### config.mk
export PLATFORM = sky130hd
export DESIGN_NAME = uart_top
export DESIGN_NICKNAME = d
export VERILOG_FILES = /design/src/uart_pkg.sv /design/src/uart_top.sv /design/src/uart_rx.sv /design/src/uart_tx.sv
export SDC_FILE = /design/constraint.sdc
export NUM_CORES = 1
export LEC_CHECK = 0
export BUFFER_PORTS_ARGS = -buffer_cell sky130_fd_sc_hd__buf_2
export CAP_MARGIN = 20
export CORE_ASPECT_RATIO = 2
export CORE_MARGIN = 2
export CORE_UTILIZATION = 29
export CTS_CLUSTER_SIZE = 30
export DETAILED_ROUTE_END_ITERATION = 6
export HOLD_SLACK_MARGIN = 0.1
export SLEW_MARGIN = 20
export SYNTH_ARGS = -nofsm -noshare
export SYNTH_HDL_FRONTEND = slang
export SYNTH_HIERARCHICAL = 1
export SYNTH_SLANG_ARGS = --single-unit
### constraint.sdc
create_clock -name clk -period 2.6 [get_ports clk]
set_clock_uncertainty 0.15 [all_clocks]
set_input_delay 0.39 -clock clk [delete_from_list [all_inputs] [get_ports clk]]
set_output_delay 0.39 -clock clk [all_outputs]
set_load 0.02 [all_outputs]
### src/uart_pkg.sv
package uart_pkg;

   // Clock cycles per serial bit.
   localparam int CLKS_PER_BIT = 4;

   // Start, eight data bits, parity and stop.
   localparam int CHAR_BITS = 11;

   // Two characters per command word.
   localparam int FRAME_BITS = 2 * CHAR_BITS;

   // Host command, bits 15 to 8 go out first.
   typedef logic [15:0] cmd_word_t;

   typedef logic [7:0] uart_byte_t;

   // Bit position within a frame, counts up to FRAME_BITS.
   typedef logic [4:0] bit_cnt_t;

   // Clock position within one bit period.
   typedef logic [1:0] baud_cnt_t;

   typedef struct packed {
      uart_byte_t data;
      logic       parity_err;
      logic       frame_err;
   } rx_result_t;

   typedef enum logic {
      TX_IDLE,
      TX_SEND
   } tx_state_t;

   typedef enum logic [2:0] {
      RX_IDLE,
      RX_START,
      RX_DATA,
      RX_PARITY,
      RX_STOP
   } rx_state_t;

endpackage
### src/uart_top.sv
`timescale 1ns/100ps

module uart_top import uart_pkg::*; (
   input  logic       clk,
   input  logic       rst_n,
   input  cmd_word_t  cmd_in,
   input  logic       cmd_vld,
   output logic       cmd_rdy,
   output logic       tx,
   input  logic       rx,
   output uart_byte_t read_data,
   output logic       read_rdy,
   output logic       parity_err,
   output logic       frame_err
);

   rx_result_t rx_result;
   logic       rx_result_vld;

   uart_tx u_tx (
      .clk     (clk),
      .rst_n   (rst_n),
      .cmd_in  (cmd_in),
      .cmd_vld (cmd_vld),
      .cmd_rdy (cmd_rdy),
      .tx      (tx)
   );

   uart_rx u_rx (
      .clk        (clk),
      .rst_n      (rst_n),
      .rx         (rx),
      .result     (rx_result),
      .result_vld (rx_result_vld)
   );

   // Receive result split out to the host ports.
   assign read_data  = rx_result.data;
   assign parity_err = rx_result.parity_err;
   assign frame_err  = rx_result.frame_err;
   assign read_rdy   = rx_result_vld;

endmodule

### src/uart_rx.sv
`timescale 1ns/100ps

module uart_rx import uart_pkg::*; (
   input  logic       clk,
   input  logic       rst_n,
   input  logic       rx,
   output rx_result_t result,
   output logic       result_vld
);

   logic       rx_meta;
   logic       rx_sync;
   rx_state_t  state;
   baud_cnt_t  baud_cnt;
   bit_cnt_t   bit_cnt;
   uart_byte_t data_sr;
   logic       par_acc;
   logic       mid_tick;
   logic       bit_tick;
   logic       last_data;

   // Two flop synchronizer, idles high like the line.
   always_ff @(posedge clk or negedge rst_n) begin
      if (!rst_n) begin
         rx_meta <= 1'b1;
         rx_sync <= 1'b1;
      end else begin
         rx_meta <= rx;
         rx_sync <= rx_meta;
      end
   end

   // Middle of the start bit, two clocks after the detected edge.
   assign mid_tick = (baud_cnt == baud_cnt_t'(CLKS_PER_BIT / 2 - 1));

   // One full bit after the previous sample.
   assign bit_tick = (baud_cnt == baud_cnt_t'(CLKS_PER_BIT - 1));

   assign last_data = (bit_cnt == bit_cnt_t'($bits(uart_byte_t) - 1));

   always_ff @(posedge clk or negedge rst_n) begin
      if (!rst_n) begin
         state      <= RX_IDLE;
         baud_cnt   <= '0;
         bit_cnt    <= '0;
         par_acc    <= 1'b0;
         result     <= '0;
         result_vld <= 1'b0;
      end else begin
         result_vld <= 1'b0;
         baud_cnt   <= baud_cnt + 1'b1;
         unique case (state)
            RX_IDLE: begin
               baud_cnt <= '0;
               if (!rx_sync) begin
                  state <= RX_START;
               end
            end
            RX_START: begin
               if (mid_tick) begin
                  baud_cnt <= '0;
                  // High at mid-bit means it was only a glitch.
                  if (!rx_sync) begin
                     state   <= RX_DATA;
                     bit_cnt <= '0;
                     par_acc <= 1'b0;
                  end else begin
                     state <= RX_IDLE;
                  end
               end
            end
            RX_DATA: begin
               if (bit_tick) begin
                  baud_cnt <= '0;
                  par_acc  <= par_acc ^ rx_sync;
                  if (last_data) begin
                     state <= RX_PARITY;
                  end else begin
                     bit_cnt <= bit_cnt + 1'b1;
                  end
               end
            end
            RX_PARITY: begin
               if (bit_tick) begin
                  baud_cnt <= '0;
                  par_acc  <= par_acc ^ rx_sync;
                  state    <= RX_STOP;
               end
            end
            RX_STOP: begin
               if (bit_tick) begin
                  baud_cnt          <= '0;
                  state             <= RX_IDLE;
                  // Odd parity leaves the accumulator set.
                  result.data       <= data_sr;
                  result.parity_err <= ~par_acc;
                  result.frame_err  <= ~rx_sync;
                  result_vld        <= 1'b1;
               end
            end
            default: begin
               state <= RX_IDLE;
            end
         endcase
      end
   end

   // Data arrives LSB first.
   always_ff @(posedge clk) begin
      if ((state == RX_DATA) && bit_tick) begin
         data_sr <= {rx_sync, data_sr[$bits(uart_byte_t)-1:1]};
      end
   end

   a_single_strobe: assert property (
      @(posedge clk) disable iff (!rst_n)
      result_vld |=> !result_vld
   ) else $error("result_vld held for more than one cycle");

   a_strobe_after_stop: assert property (
      @(posedge clk) disable iff (!rst_n)
      result_vld |-> ($past(state) == RX_STOP) && (state != RX_STOP)
   ) else $error("result_vld without a completed stop bit");

endmodule

### src/uart_tx.sv
`timescale 1ns/100ps

module uart_tx import uart_pkg::*; (
   input  logic      clk,
   input  logic      rst_n,
   input  cmd_word_t cmd_in,
   input  logic      cmd_vld,
   output logic      cmd_rdy,
   output logic      tx
);

   tx_state_t             state;
   baud_cnt_t             baud_cnt;
   bit_cnt_t              bit_cnt;
   logic [FRAME_BITS-1:0] shreg;
   logic [FRAME_BITS-1:0] frame;
   logic                  accept;
   logic                  bit_end;
   logic                  last_bit;

   // Builds one character with the first line bit in the MSB.
   function automatic logic [CHAR_BITS-1:0] build_char(input uart_byte_t b);
      logic [CHAR_BITS-1:0] c;
      c[CHAR_BITS-1] = 1'b0;
      for (int i = 0; i < $bits(uart_byte_t); i++) begin
         c[CHAR_BITS-2-i] = b[i];
      end
      // Odd parity over data and parity bit.
      c[1] = ~^b;
      c[0] = 1'b1;
      return c;
   endfunction

   assign frame = {build_char(cmd_in[15:8]), build_char(cmd_in[7:0])};

   assign accept = cmd_vld && cmd_rdy;

   assign bit_end = (state == TX_SEND) &&
                    (baud_cnt == baud_cnt_t'(CLKS_PER_BIT - 1));

   assign last_bit = (bit_cnt == bit_cnt_t'(FRAME_BITS - 1));

   // Control path.
   always_ff @(posedge clk or negedge rst_n) begin
      if (!rst_n) begin
         state    <= TX_IDLE;
         cmd_rdy  <= 1'b1;
         tx       <= 1'b1;
         baud_cnt <= '0;
         bit_cnt  <= '0;
      end else begin
         unique case (state)
            TX_IDLE: begin
               if (accept) begin
                  // Start bit of the high byte goes out at the acceptance edge.
                  state    <= TX_SEND;
                  cmd_rdy  <= 1'b0;
                  tx       <= frame[FRAME_BITS-1];
                  baud_cnt <= '0;
                  bit_cnt  <= '0;
               end
            end
            TX_SEND: begin
               baud_cnt <= baud_cnt + 1'b1;
               if (bit_end) begin
                  baud_cnt <= '0;
                  if (last_bit) begin
                     state   <= TX_IDLE;
                     cmd_rdy <= 1'b1;
                     tx      <= 1'b1;
                  end else begin
                     bit_cnt <= bit_cnt + 1'b1;
                     tx      <= shreg[FRAME_BITS-2];
                  end
               end
            end
            default: begin
               state <= TX_IDLE;
            end
         endcase
      end
   end

   // Frame shift register, MSB is the bit on the line.
   always_ff @(posedge clk) begin
      if (accept) begin
         shreg <= frame;
      end else if (bit_end) begin
         shreg <= {shreg[FRAME_BITS-2:0], 1'b0};
      end
   end

   a_tx_idle_high: assert property (
      @(posedge clk) disable iff (!rst_n)
      (state == TX_IDLE) |-> tx
   ) else $error("tx low while transmitter idle");

   a_no_rdy_in_send: assert property (
      @(posedge clk) disable iff (!rst_n)
      (state == TX_SEND) |-> !cmd_rdy
   ) else $error("cmd_rdy high during frame");

endmodule

# == After elaboration in Yosys (flattened, before gate mapping) ==
# Index checks and enable logic that the tools add are counted.
# Widths: inputs -> output; s select.
# totals
register_bits,63
out_inout_bits,13
input_bits,20
wordCells,108
# classes
mux,42
n_bitwise,4
n_eq_ne,22
addsub,4
reduce_logical,18
# op_table
operator,count
$mux 21,2
$mux 5,7
$pmux 5 s2,2
$mux 3,6
$reduce_xnor 8->1,2
$pmux 3 s5,1
$ne 2x1->1 const B,7
$mux 1,13
$ne 2x2->1 const B,6
$add 5x1->5 const B,2
$mux 2,5
$pmux 1 s2,4
$eq 3x2->1 const B,2
$pmux 2 s3,1
$reduce_and 3->1,2
$reduce_and 6->1,1
$reduce_bool 2->1,3
$eq 5x3->1 const B,1
$eq 5x5->1 const B,1
$reduce_and 5->1,1
$add 2x1->2 const B,2
$eq 2x2->1 const B,2
$pmux 2 s2,1
$reduce_and 2->1,2
10 further kinds,14

# == Longest topological paths before layout ==
# Gate-level depths: netlist (run 1).
# logic_depth
word_depth,4
depth_mapped,7
mapped_depth_nobuf,6

# == By module ==
# The synthesis (run 1) kept the hierarchy.
# by_module_without_submodules
mod,area_each_um2,seq_area_each_um2,cells_per_inst,instances
uart_tx,1455.1,853.3,121,1
uart_rx,1345.0,843.3,121,1

# == Worst setup path after synthesis (run 1) ==
# No wires, ideal clock.
# synth_timing
path_type,register to register
start,register u_tx.cmd_rdy
end,register u_tx.shreg[12] (enable)
required_ns,2.075
setup_slack_ns,0.880
arrival_time_ns,1.195
stages_incl_launch_ff,3
cell_sequence,dfstp_2 nand2_1 nand2_1
# synth_via
elab_chain_cells,2
# synth_rtl
item,line_no,source
"start, declared",uart_tx.sv:8,"output logic cmd_rdy,"
"start signal, assigned",uart_tx.sv:47,cmd_rdy <= 1'b1;
"start signal, assigned",uart_tx.sv:57,cmd_rdy <= 1'b0;
"start signal, assigned",uart_tx.sv:69,cmd_rdy <= 1'b1;
$logic_and 1x1->1,uart_tx.sv:36,assign accept = cmd_vld && cmd_rdy;
$reduce_bool 2->1 (no line),--,
"end signal, assigned",uart_tx.sv:87,shreg <= frame;
"end signal, assigned",uart_tx.sv:89,"shreg <= {shreg[FRAME_BITS-2:0], 1'b0};"
"end, declared",uart_tx.sv:15,logic [FRAME_BITS-1:0] shreg;
# Every way passes these cells.
# A chain may end at the register's enable or synchronous reset.

==> impl_metrics.yaml, run 1 <==
detailed_routing:
  num_vias: 1926
  drtIter0Drc: 122
  remaining_drc_errors: 0
  avgViaCountPerCell: 4.94
  wl_per_cell_um: 13.8
  final_antenna_net_count: 0
  drt_wl_total_um: 5390
  first_pass_iters: 4
timing:
  fin_tns_setup_ns: 0
  setup_slack_ns: 0.798
  clock.fmax_mhz: 555
  slew_headroom: 0.481
  worst_slew_pin_slew_ns: 0.778
  hold_violations: 0
  setup_violations: 0
  rsz0062_at_grt: "false"
  layout_min_cycle_time_ns: 1.80
  fin_crit_sh: 0.693
  maxSlewViolCount: 0
logic_synthesis:
  synthArstFlopShare: 0.540
  ys_ff_latch: 63
  yosys.area.top_type_share: 0.279
  yosys-top-cells-count: "nand2_1, dfrtp_1, edfxtp_1, o21ai_0, a22o_1"
  yosysWarningCount: 6
  yosysTopAreaCell: "edfxtp_1"
  synth_edf_count: 26
  syn_area_mm2: 0.00280
  post-synth-top-count-cell: "nand2_1"
  synthTopCellsByArea: "edfxtp_1, dfrtp_1, nand2_1, a22o_1, xnor2_1"
  syn_area_per_cell_um2: 11.6
  ys.flop_type: "dfrtp_1"
  synth_fp_nets: 269
  netlist_instances: 242
  yosys.cell_types.count: 44
  ys_seq_area_frac: 0.606
run:
  maxCapViolCount: 0
placed_design:
  place_ws_ns: 0.774
  io_buffers: 32
  dp_cells: 372
  gp_congestion: 0.822
  hpwlAfterDp_um: 3720
worst_setup_path:
  start_kind: "flop"
  timing_worst_setup_path_type: "reg2reg"
  end_kind: "flop"
  cp.arrival_ns: 1.81
  cp_max_fo: 18
  cp.required_ns: 2.61
pwr:
  power_density_mw_per_mm2: 840
  p_leak_nw: 1.43
  power.total_mw: 2.85
  peakVddDrop_uv: 459
floorplan:
  dieWidth_um: 73.5
  row_count: 50
  coreArea_mm2: 0.00938
  start_util: 0.298
  dieArea_mm2: 0.0105
  die_h_um: 143
  io_pins: 33
clock_network:
  cts_resized: 0
  cts-root-buf: "clkbuf_16"
  cts_tree: "done"
  cts.htree.levels: 3
  clk_latency_ns: 0.32
  cts_buffers: 9
  clkTransAtPathRegs_ns: 0.05
  clkSinkCount: 63
  cts_buffer_depth: 2
  post_cts_buffers: 0
global_route:
  grt_max_degree: 35
  grt_pass1_vias: 1984
  globalRouteOverflowTotal: 0
  antenna_found_initial: 0
  grt_pass1_wl_um: 9210
  gr-usage-all-layers: 0.115
layout:
  areaGrowthSynthToFinish_pct: 21.1
  stdcell_count: 390
  layout-drive-gt1-share: 0.220
  fillers: 919
  num-nets-final: 308
  final_core_util: 0.361
  multiInputGateArea_mm2: 0.00102
  seq_area_mm2: 0.00170
  n_antenna_cell: 0
status:
  status: "complete, no violations"
hold_path:
  min_path_type: "reg2reg"
repair_timing:
item,CTS,global route
setup endpoints to repair,0,0
hold endpoints to repair,31,0
hold buffers,2,0
layout by cell type, fill, tap and decap left out, drive strengths merged, types with 2 or more instances in the layout:
| cell type | synthesis | routed |
|---|---|---|
| dfrtp | 30 | 30 |
| a31oi | 2 | 2 |
| nor2 | 11 | 11 |
| xor2 | 4 | 4 |
| xnor2 | 13 | 13 |
| a22o | 16 | 16 |
| dfxtp | 3 | 3 |
| nand4 | 3 | 3 |
| bufinv | 0 | 2 |
| inv | 6 | 8 |
| o41ai | 2 | 2 |
| buf | 7 | 35 |
| a21oi | 6 | 6 |
| dfstp | 4 | 4 |
| clkbuf | 2 | 9 |
| edfxtp | 26 | 26 |
| dlygate4sd3 | 0 | 2 |
| o21ai | 18 | 18 |
| clkinv | 1 | 3 |
| nand3 | 13 | 13 |
| nand2b | 2 | 2 |
| ha | 7 | 7 |
| nand2 | 49 | 49 |
per-layer routing:
layer | share of wire | vias up | track usage
li1 | - | 940 | -
met1 | 0.44 | 927 | 0.135
met2 | 0.49 | 40 | 0.179
met3 | 0.030 | 19 | 0.0296
met4 | 0.043 | 0 | 0.0794
met5 | 0 | - | 0
power breakdown:
group	total (mW)	switching (mW)	internal (mW)
logic	0.373	0.205	0.167
registers	1.20	0.0881	1.11
clock network	1.28	0.437	0.841
worst max-delay path: stages, from the launching register on:
cell	delay (ns)
dfrtp_1	0.36
ha_1	0.35
nand2_2	0.21
nor2_4	0.37
nand2_1	0.11
o21ai_0	0.09
state kept, by name, summed over array words and instances, names as in the netlist, 2 cells and up:
register / flops
u_tx/shreg: 21
u_rx/result: 10
u_rx/data_sr: 8
u_rx/bit_cnt: 5
u_tx/bit_cnt: 5
u_rx/state: 3
u_rx/baud_cnt: 2
u_tx/baud_cnt: 2
final timing paths:
kind	start	to	slack, ns	cells past startpoint
setup / recovery	u_tx/baud_cnt[0]	u_tx/shreg[12]	0.80	5
min in group asynchronous	rst_n	u_rx/baud_cnt[0]	0.54	2
hold / removal	u_rx/rx_meta	u_rx/rx_sync	0.20	0
max in group asynchronous	rst_n	u_tx/baud_cnt[0]	1.27	2
setup reg to reg	u_tx/baud_cnt[0]	u_tx/shreg[12]	0.80	5
hold reg to reg	u_rx/rx_meta	u_rx/rx_sync	0.20	0
stage by stage:
stage               area, um^2  hold slack (ns)
global placement          3050            0.195
CTS                       3390            0.205
finish                    3390            0.204
floorplan                 2800          -0.0556
global route              3390            0.210
detailed placement        3050            0.197
kinds of logic (layout without fill, tap and decap cells):
logic type,Yosys count,after routing,synth area share
compound gates,50,50,0.123
flops,63,63,0.606
simple gates,89,89,0.156
xor+xnor,17,17,0.0532
buf+inv,16,60,0.0313
fa+ha+maj,7,7,0.0313
cell type report:
class,count,share of cell area
clock inverter,7,0.0280
multi-input combinational,163,0.300
inverter,7,0.00775
timing repair buffer,37,0.0598
sequential,63,0.500
clock buffer,9,0.0664
tap,104,0.0384
No activity file was read; power rests on OpenSTA's default activity.
==> run 2, diff against run 1 <==
==> constraint.sdc (replaced) <==
create_clock -name clk -period 1.55 [get_ports clk]
set_clock_uncertainty 0.15 [all_clocks]
set_input_delay 0.2325 -clock clk [delete_from_list [all_inputs] [get_ports clk]]
set_output_delay 0.2325 -clock clk [all_outputs]
set_load 0.02 [all_outputs]
==> run 2 against run 1 <==
Sequential cell count stayed put; wire length grew 13%; critical path depth rose by 1; register-to-register slack got worse by 0.77 ns; die area did not move; global-route usage increased by 1.0 points; via count is 8.3% higher; combinational power increased by 140%; cell area increased by 13%; core utilization increased by 4.8 points.
==> impl_metrics.yaml, run 2 (synthesis results as in run 1) <==
floorplan:
  dieArea_mm2: 0.0105
  coreArea_mm2: 0.00938
  start_util: 0.298
  die_h_um: 143
  dieWidth_um: 73.5
  io_pins: 33
  row_count: 50
detailed_routing:
  remaining_drc_errors: 0
  wl_per_cell_um: 14.2
  final_antenna_net_count: 0
  first_pass_iters: 4
  drtIter0Drc: 86
  drt_wl_total_um: 6070
  avgViaCountPerCell: 4.86
  num_vias: 2086
clock_network:
  clkTransAtPathRegs_ns: 0.05
  cts_buffers: 9
  post_cts_buffers: 0
  cts_tree: "done"
  cts_buffer_depth: 2
  cts-root-buf: "clkbuf_16"
  clkSinkCount: 63
  cts.htree.levels: 3
  clk_latency_ns: 0.33
worst_setup_path:
  cpMostUsedCell: "xnor2_1"
  r2r_setup_slack_ns: 0.03
  timing_worst_setup_path_type: "in2reg"
  cp.required_ns: 1.48
  worst_path_largest_cell_delay_ns: 0.52
  path_cells: "dlygate4sd3_1 -> buf_2 -> xnor2_1 -> xnor2_1 -> xnor2_1 -> o21ai_1"
  cp.arrival_ns: 1.45
  start_kind: "input pin"
  crit_buf_inv: 2
  cp_max_fo: 2
  cpMaxStageDelayCell: "dlygate4sd3_1"
  end_kind: "flop"
  critPathTopFamily: "buffers and inverters"
layout:
  layout_common_cells: "nand2_1, buf_2, dfrtp_1, buf_4, edfxtp_1"
  largest_reg_flops: 21
  n_antenna_cell: 0
  num-nets-final: 347
  final_common_cell: "nand2_1"
  largest-register: "u_tx/shreg"
  stdcell_count: 429
  fillers: 920
  final_area_mm2: 0.00384
  largestRegisters: "u_tx/shreg: 21 flops, u_rx/result: 10 flops, u_rx/data_sr: 8 flops"
  areaGrowthSynthToFinish_pct: 37.2
  layout-drive-gt1-share: 0.311
timing:
  maxSlewViolCount: 0
  setup_violations: 0
  clock.fmax_mhz: 657
  worst_slew_pin_slew_ns: 0.454
  fin_crit_sh: 0.982
  slew_headroom: 0.697
  hold_violations: 0
  rsz0062_at_grt: "true"
  setup_slack_ns: 0.0277
  layout_min_cycle_time_ns: 1.52
pwr:
  p_sw_frac: 0.267
  power_density_mw_per_mm2: 1240
  p_leak_nw: 1.66
  p_comb_frac: 0.185
  peakVddDrop_uv: 639
  p_seq_frac: 0.417
  p_sw_mw: 1.28
  clockPowerShare: 0.398
  internal_power_mw: 3.50
status:
  status: "complete, no violations"
placed_design:
  io_buffers: 32
  place_ws_ns: -0.0112
  hpwlAfterDp_um: 4030
  gp_congestion: 0.799
  post_dp_cell_area_mm2: 0.00329
  dp_cells: 397
global_route:
  grtUsageMet3: 0.0303
  gr-usage-all-layers: 0.125
  use_met2: 0.206
  antenna_found_initial: 0
  grt_use_met1: 0.140
  globalRouteOverflowTotal: 0
  grt_pass1_vias: 2112
  grt-busiest-layer: "met2"
  grt_pass1_wl_um: 9890
  grt_max_degree: 35
hold_path:
  min_path_type: "in2reg"
run:
  maxCapViolCount: 0
==> run 2: what timing repair did <==
action,CTS,global route
hold endpoints to repair,46,0
hold buffers,17,0
setup endpoints to repair,2,29
gates resized for setup,2,17
pin swaps,0,7
gates cloned,0,0
==> run 2: metrics by stage <==
step / hold slack (ns) / utilization / total power [mW] / TNS, ns
after floorplan: -0.213 / - / 2.52 / 0
after global placement: 0.138 / 0.350 / 2.77 / 0
after detailed placement: 0.153 / 0.350 / 2.79 / -0.0112
after CTS: 0.115 / 0.401 / 4.76 / 0
after global routing: 0.140 / 0.409 / 5.03 / -0.0324
final: 0.126 / 0.409 / 4.77 / 0
==> run 2: cell type report <==
cell class / count / area, um^2 / share of cell area
Clock buffer: 13 / 270 / 0.0703
Clock inverter: 3 / 17.5 / 0.00456
Inverter: 7 / 26.3 / 0.00684
Multi-Input combinational cell: 163 / 1140 / 0.296
Sequential cell: 63 / 1700 / 0.442
Tap cell: 104 / 130 / 0.0339
Timing Repair Buffer: 76 / 563 / 0.147
==> run 2: power by group through the flow <==
stage / combinational [mW] / clock [mW] / sequential (mW)
detailed placement: 0.792 / 0 / 1.99
floorplan: 0.509 / 0 / 2.01
global placement: 0.777 / 0 / 1.99
CTS: 0.836 / 1.96 / 1.97
global route: 0.977 / 2.04 / 2.01
finish: 0.884 / 1.90 / 1.99
==> run 2: path summary, 6_finish.rpt <==
| check | from | endpoint | cells after the start |
|---|---|---|---|
| max in group asynchronous | rst_n | u_tx/tx | 3 |
| worst min register to register | u_rx/rx_meta | u_rx/rx_sync | 0 |
| min in group asynchronous | rst_n | u_rx/result[8] | 3 |
| worst max register to register | u_rx/baud_cnt[0] | u_rx/bit_cnt[3] | 4 |
| worst max-delay path | cmd_in[10] | u_tx/shreg[12] | 6 |
| worst min-delay path | cmd_in[13] | u_tx/shreg[15] | 2 |
==> run 2: routing by layer <==
metal  vias to the layer above  routed length (um)
met5                         -                   0
met4                         0                 161
met3                        10                 149
met2                        31                3320
met1                      1025                2440
li1                       1020                   -
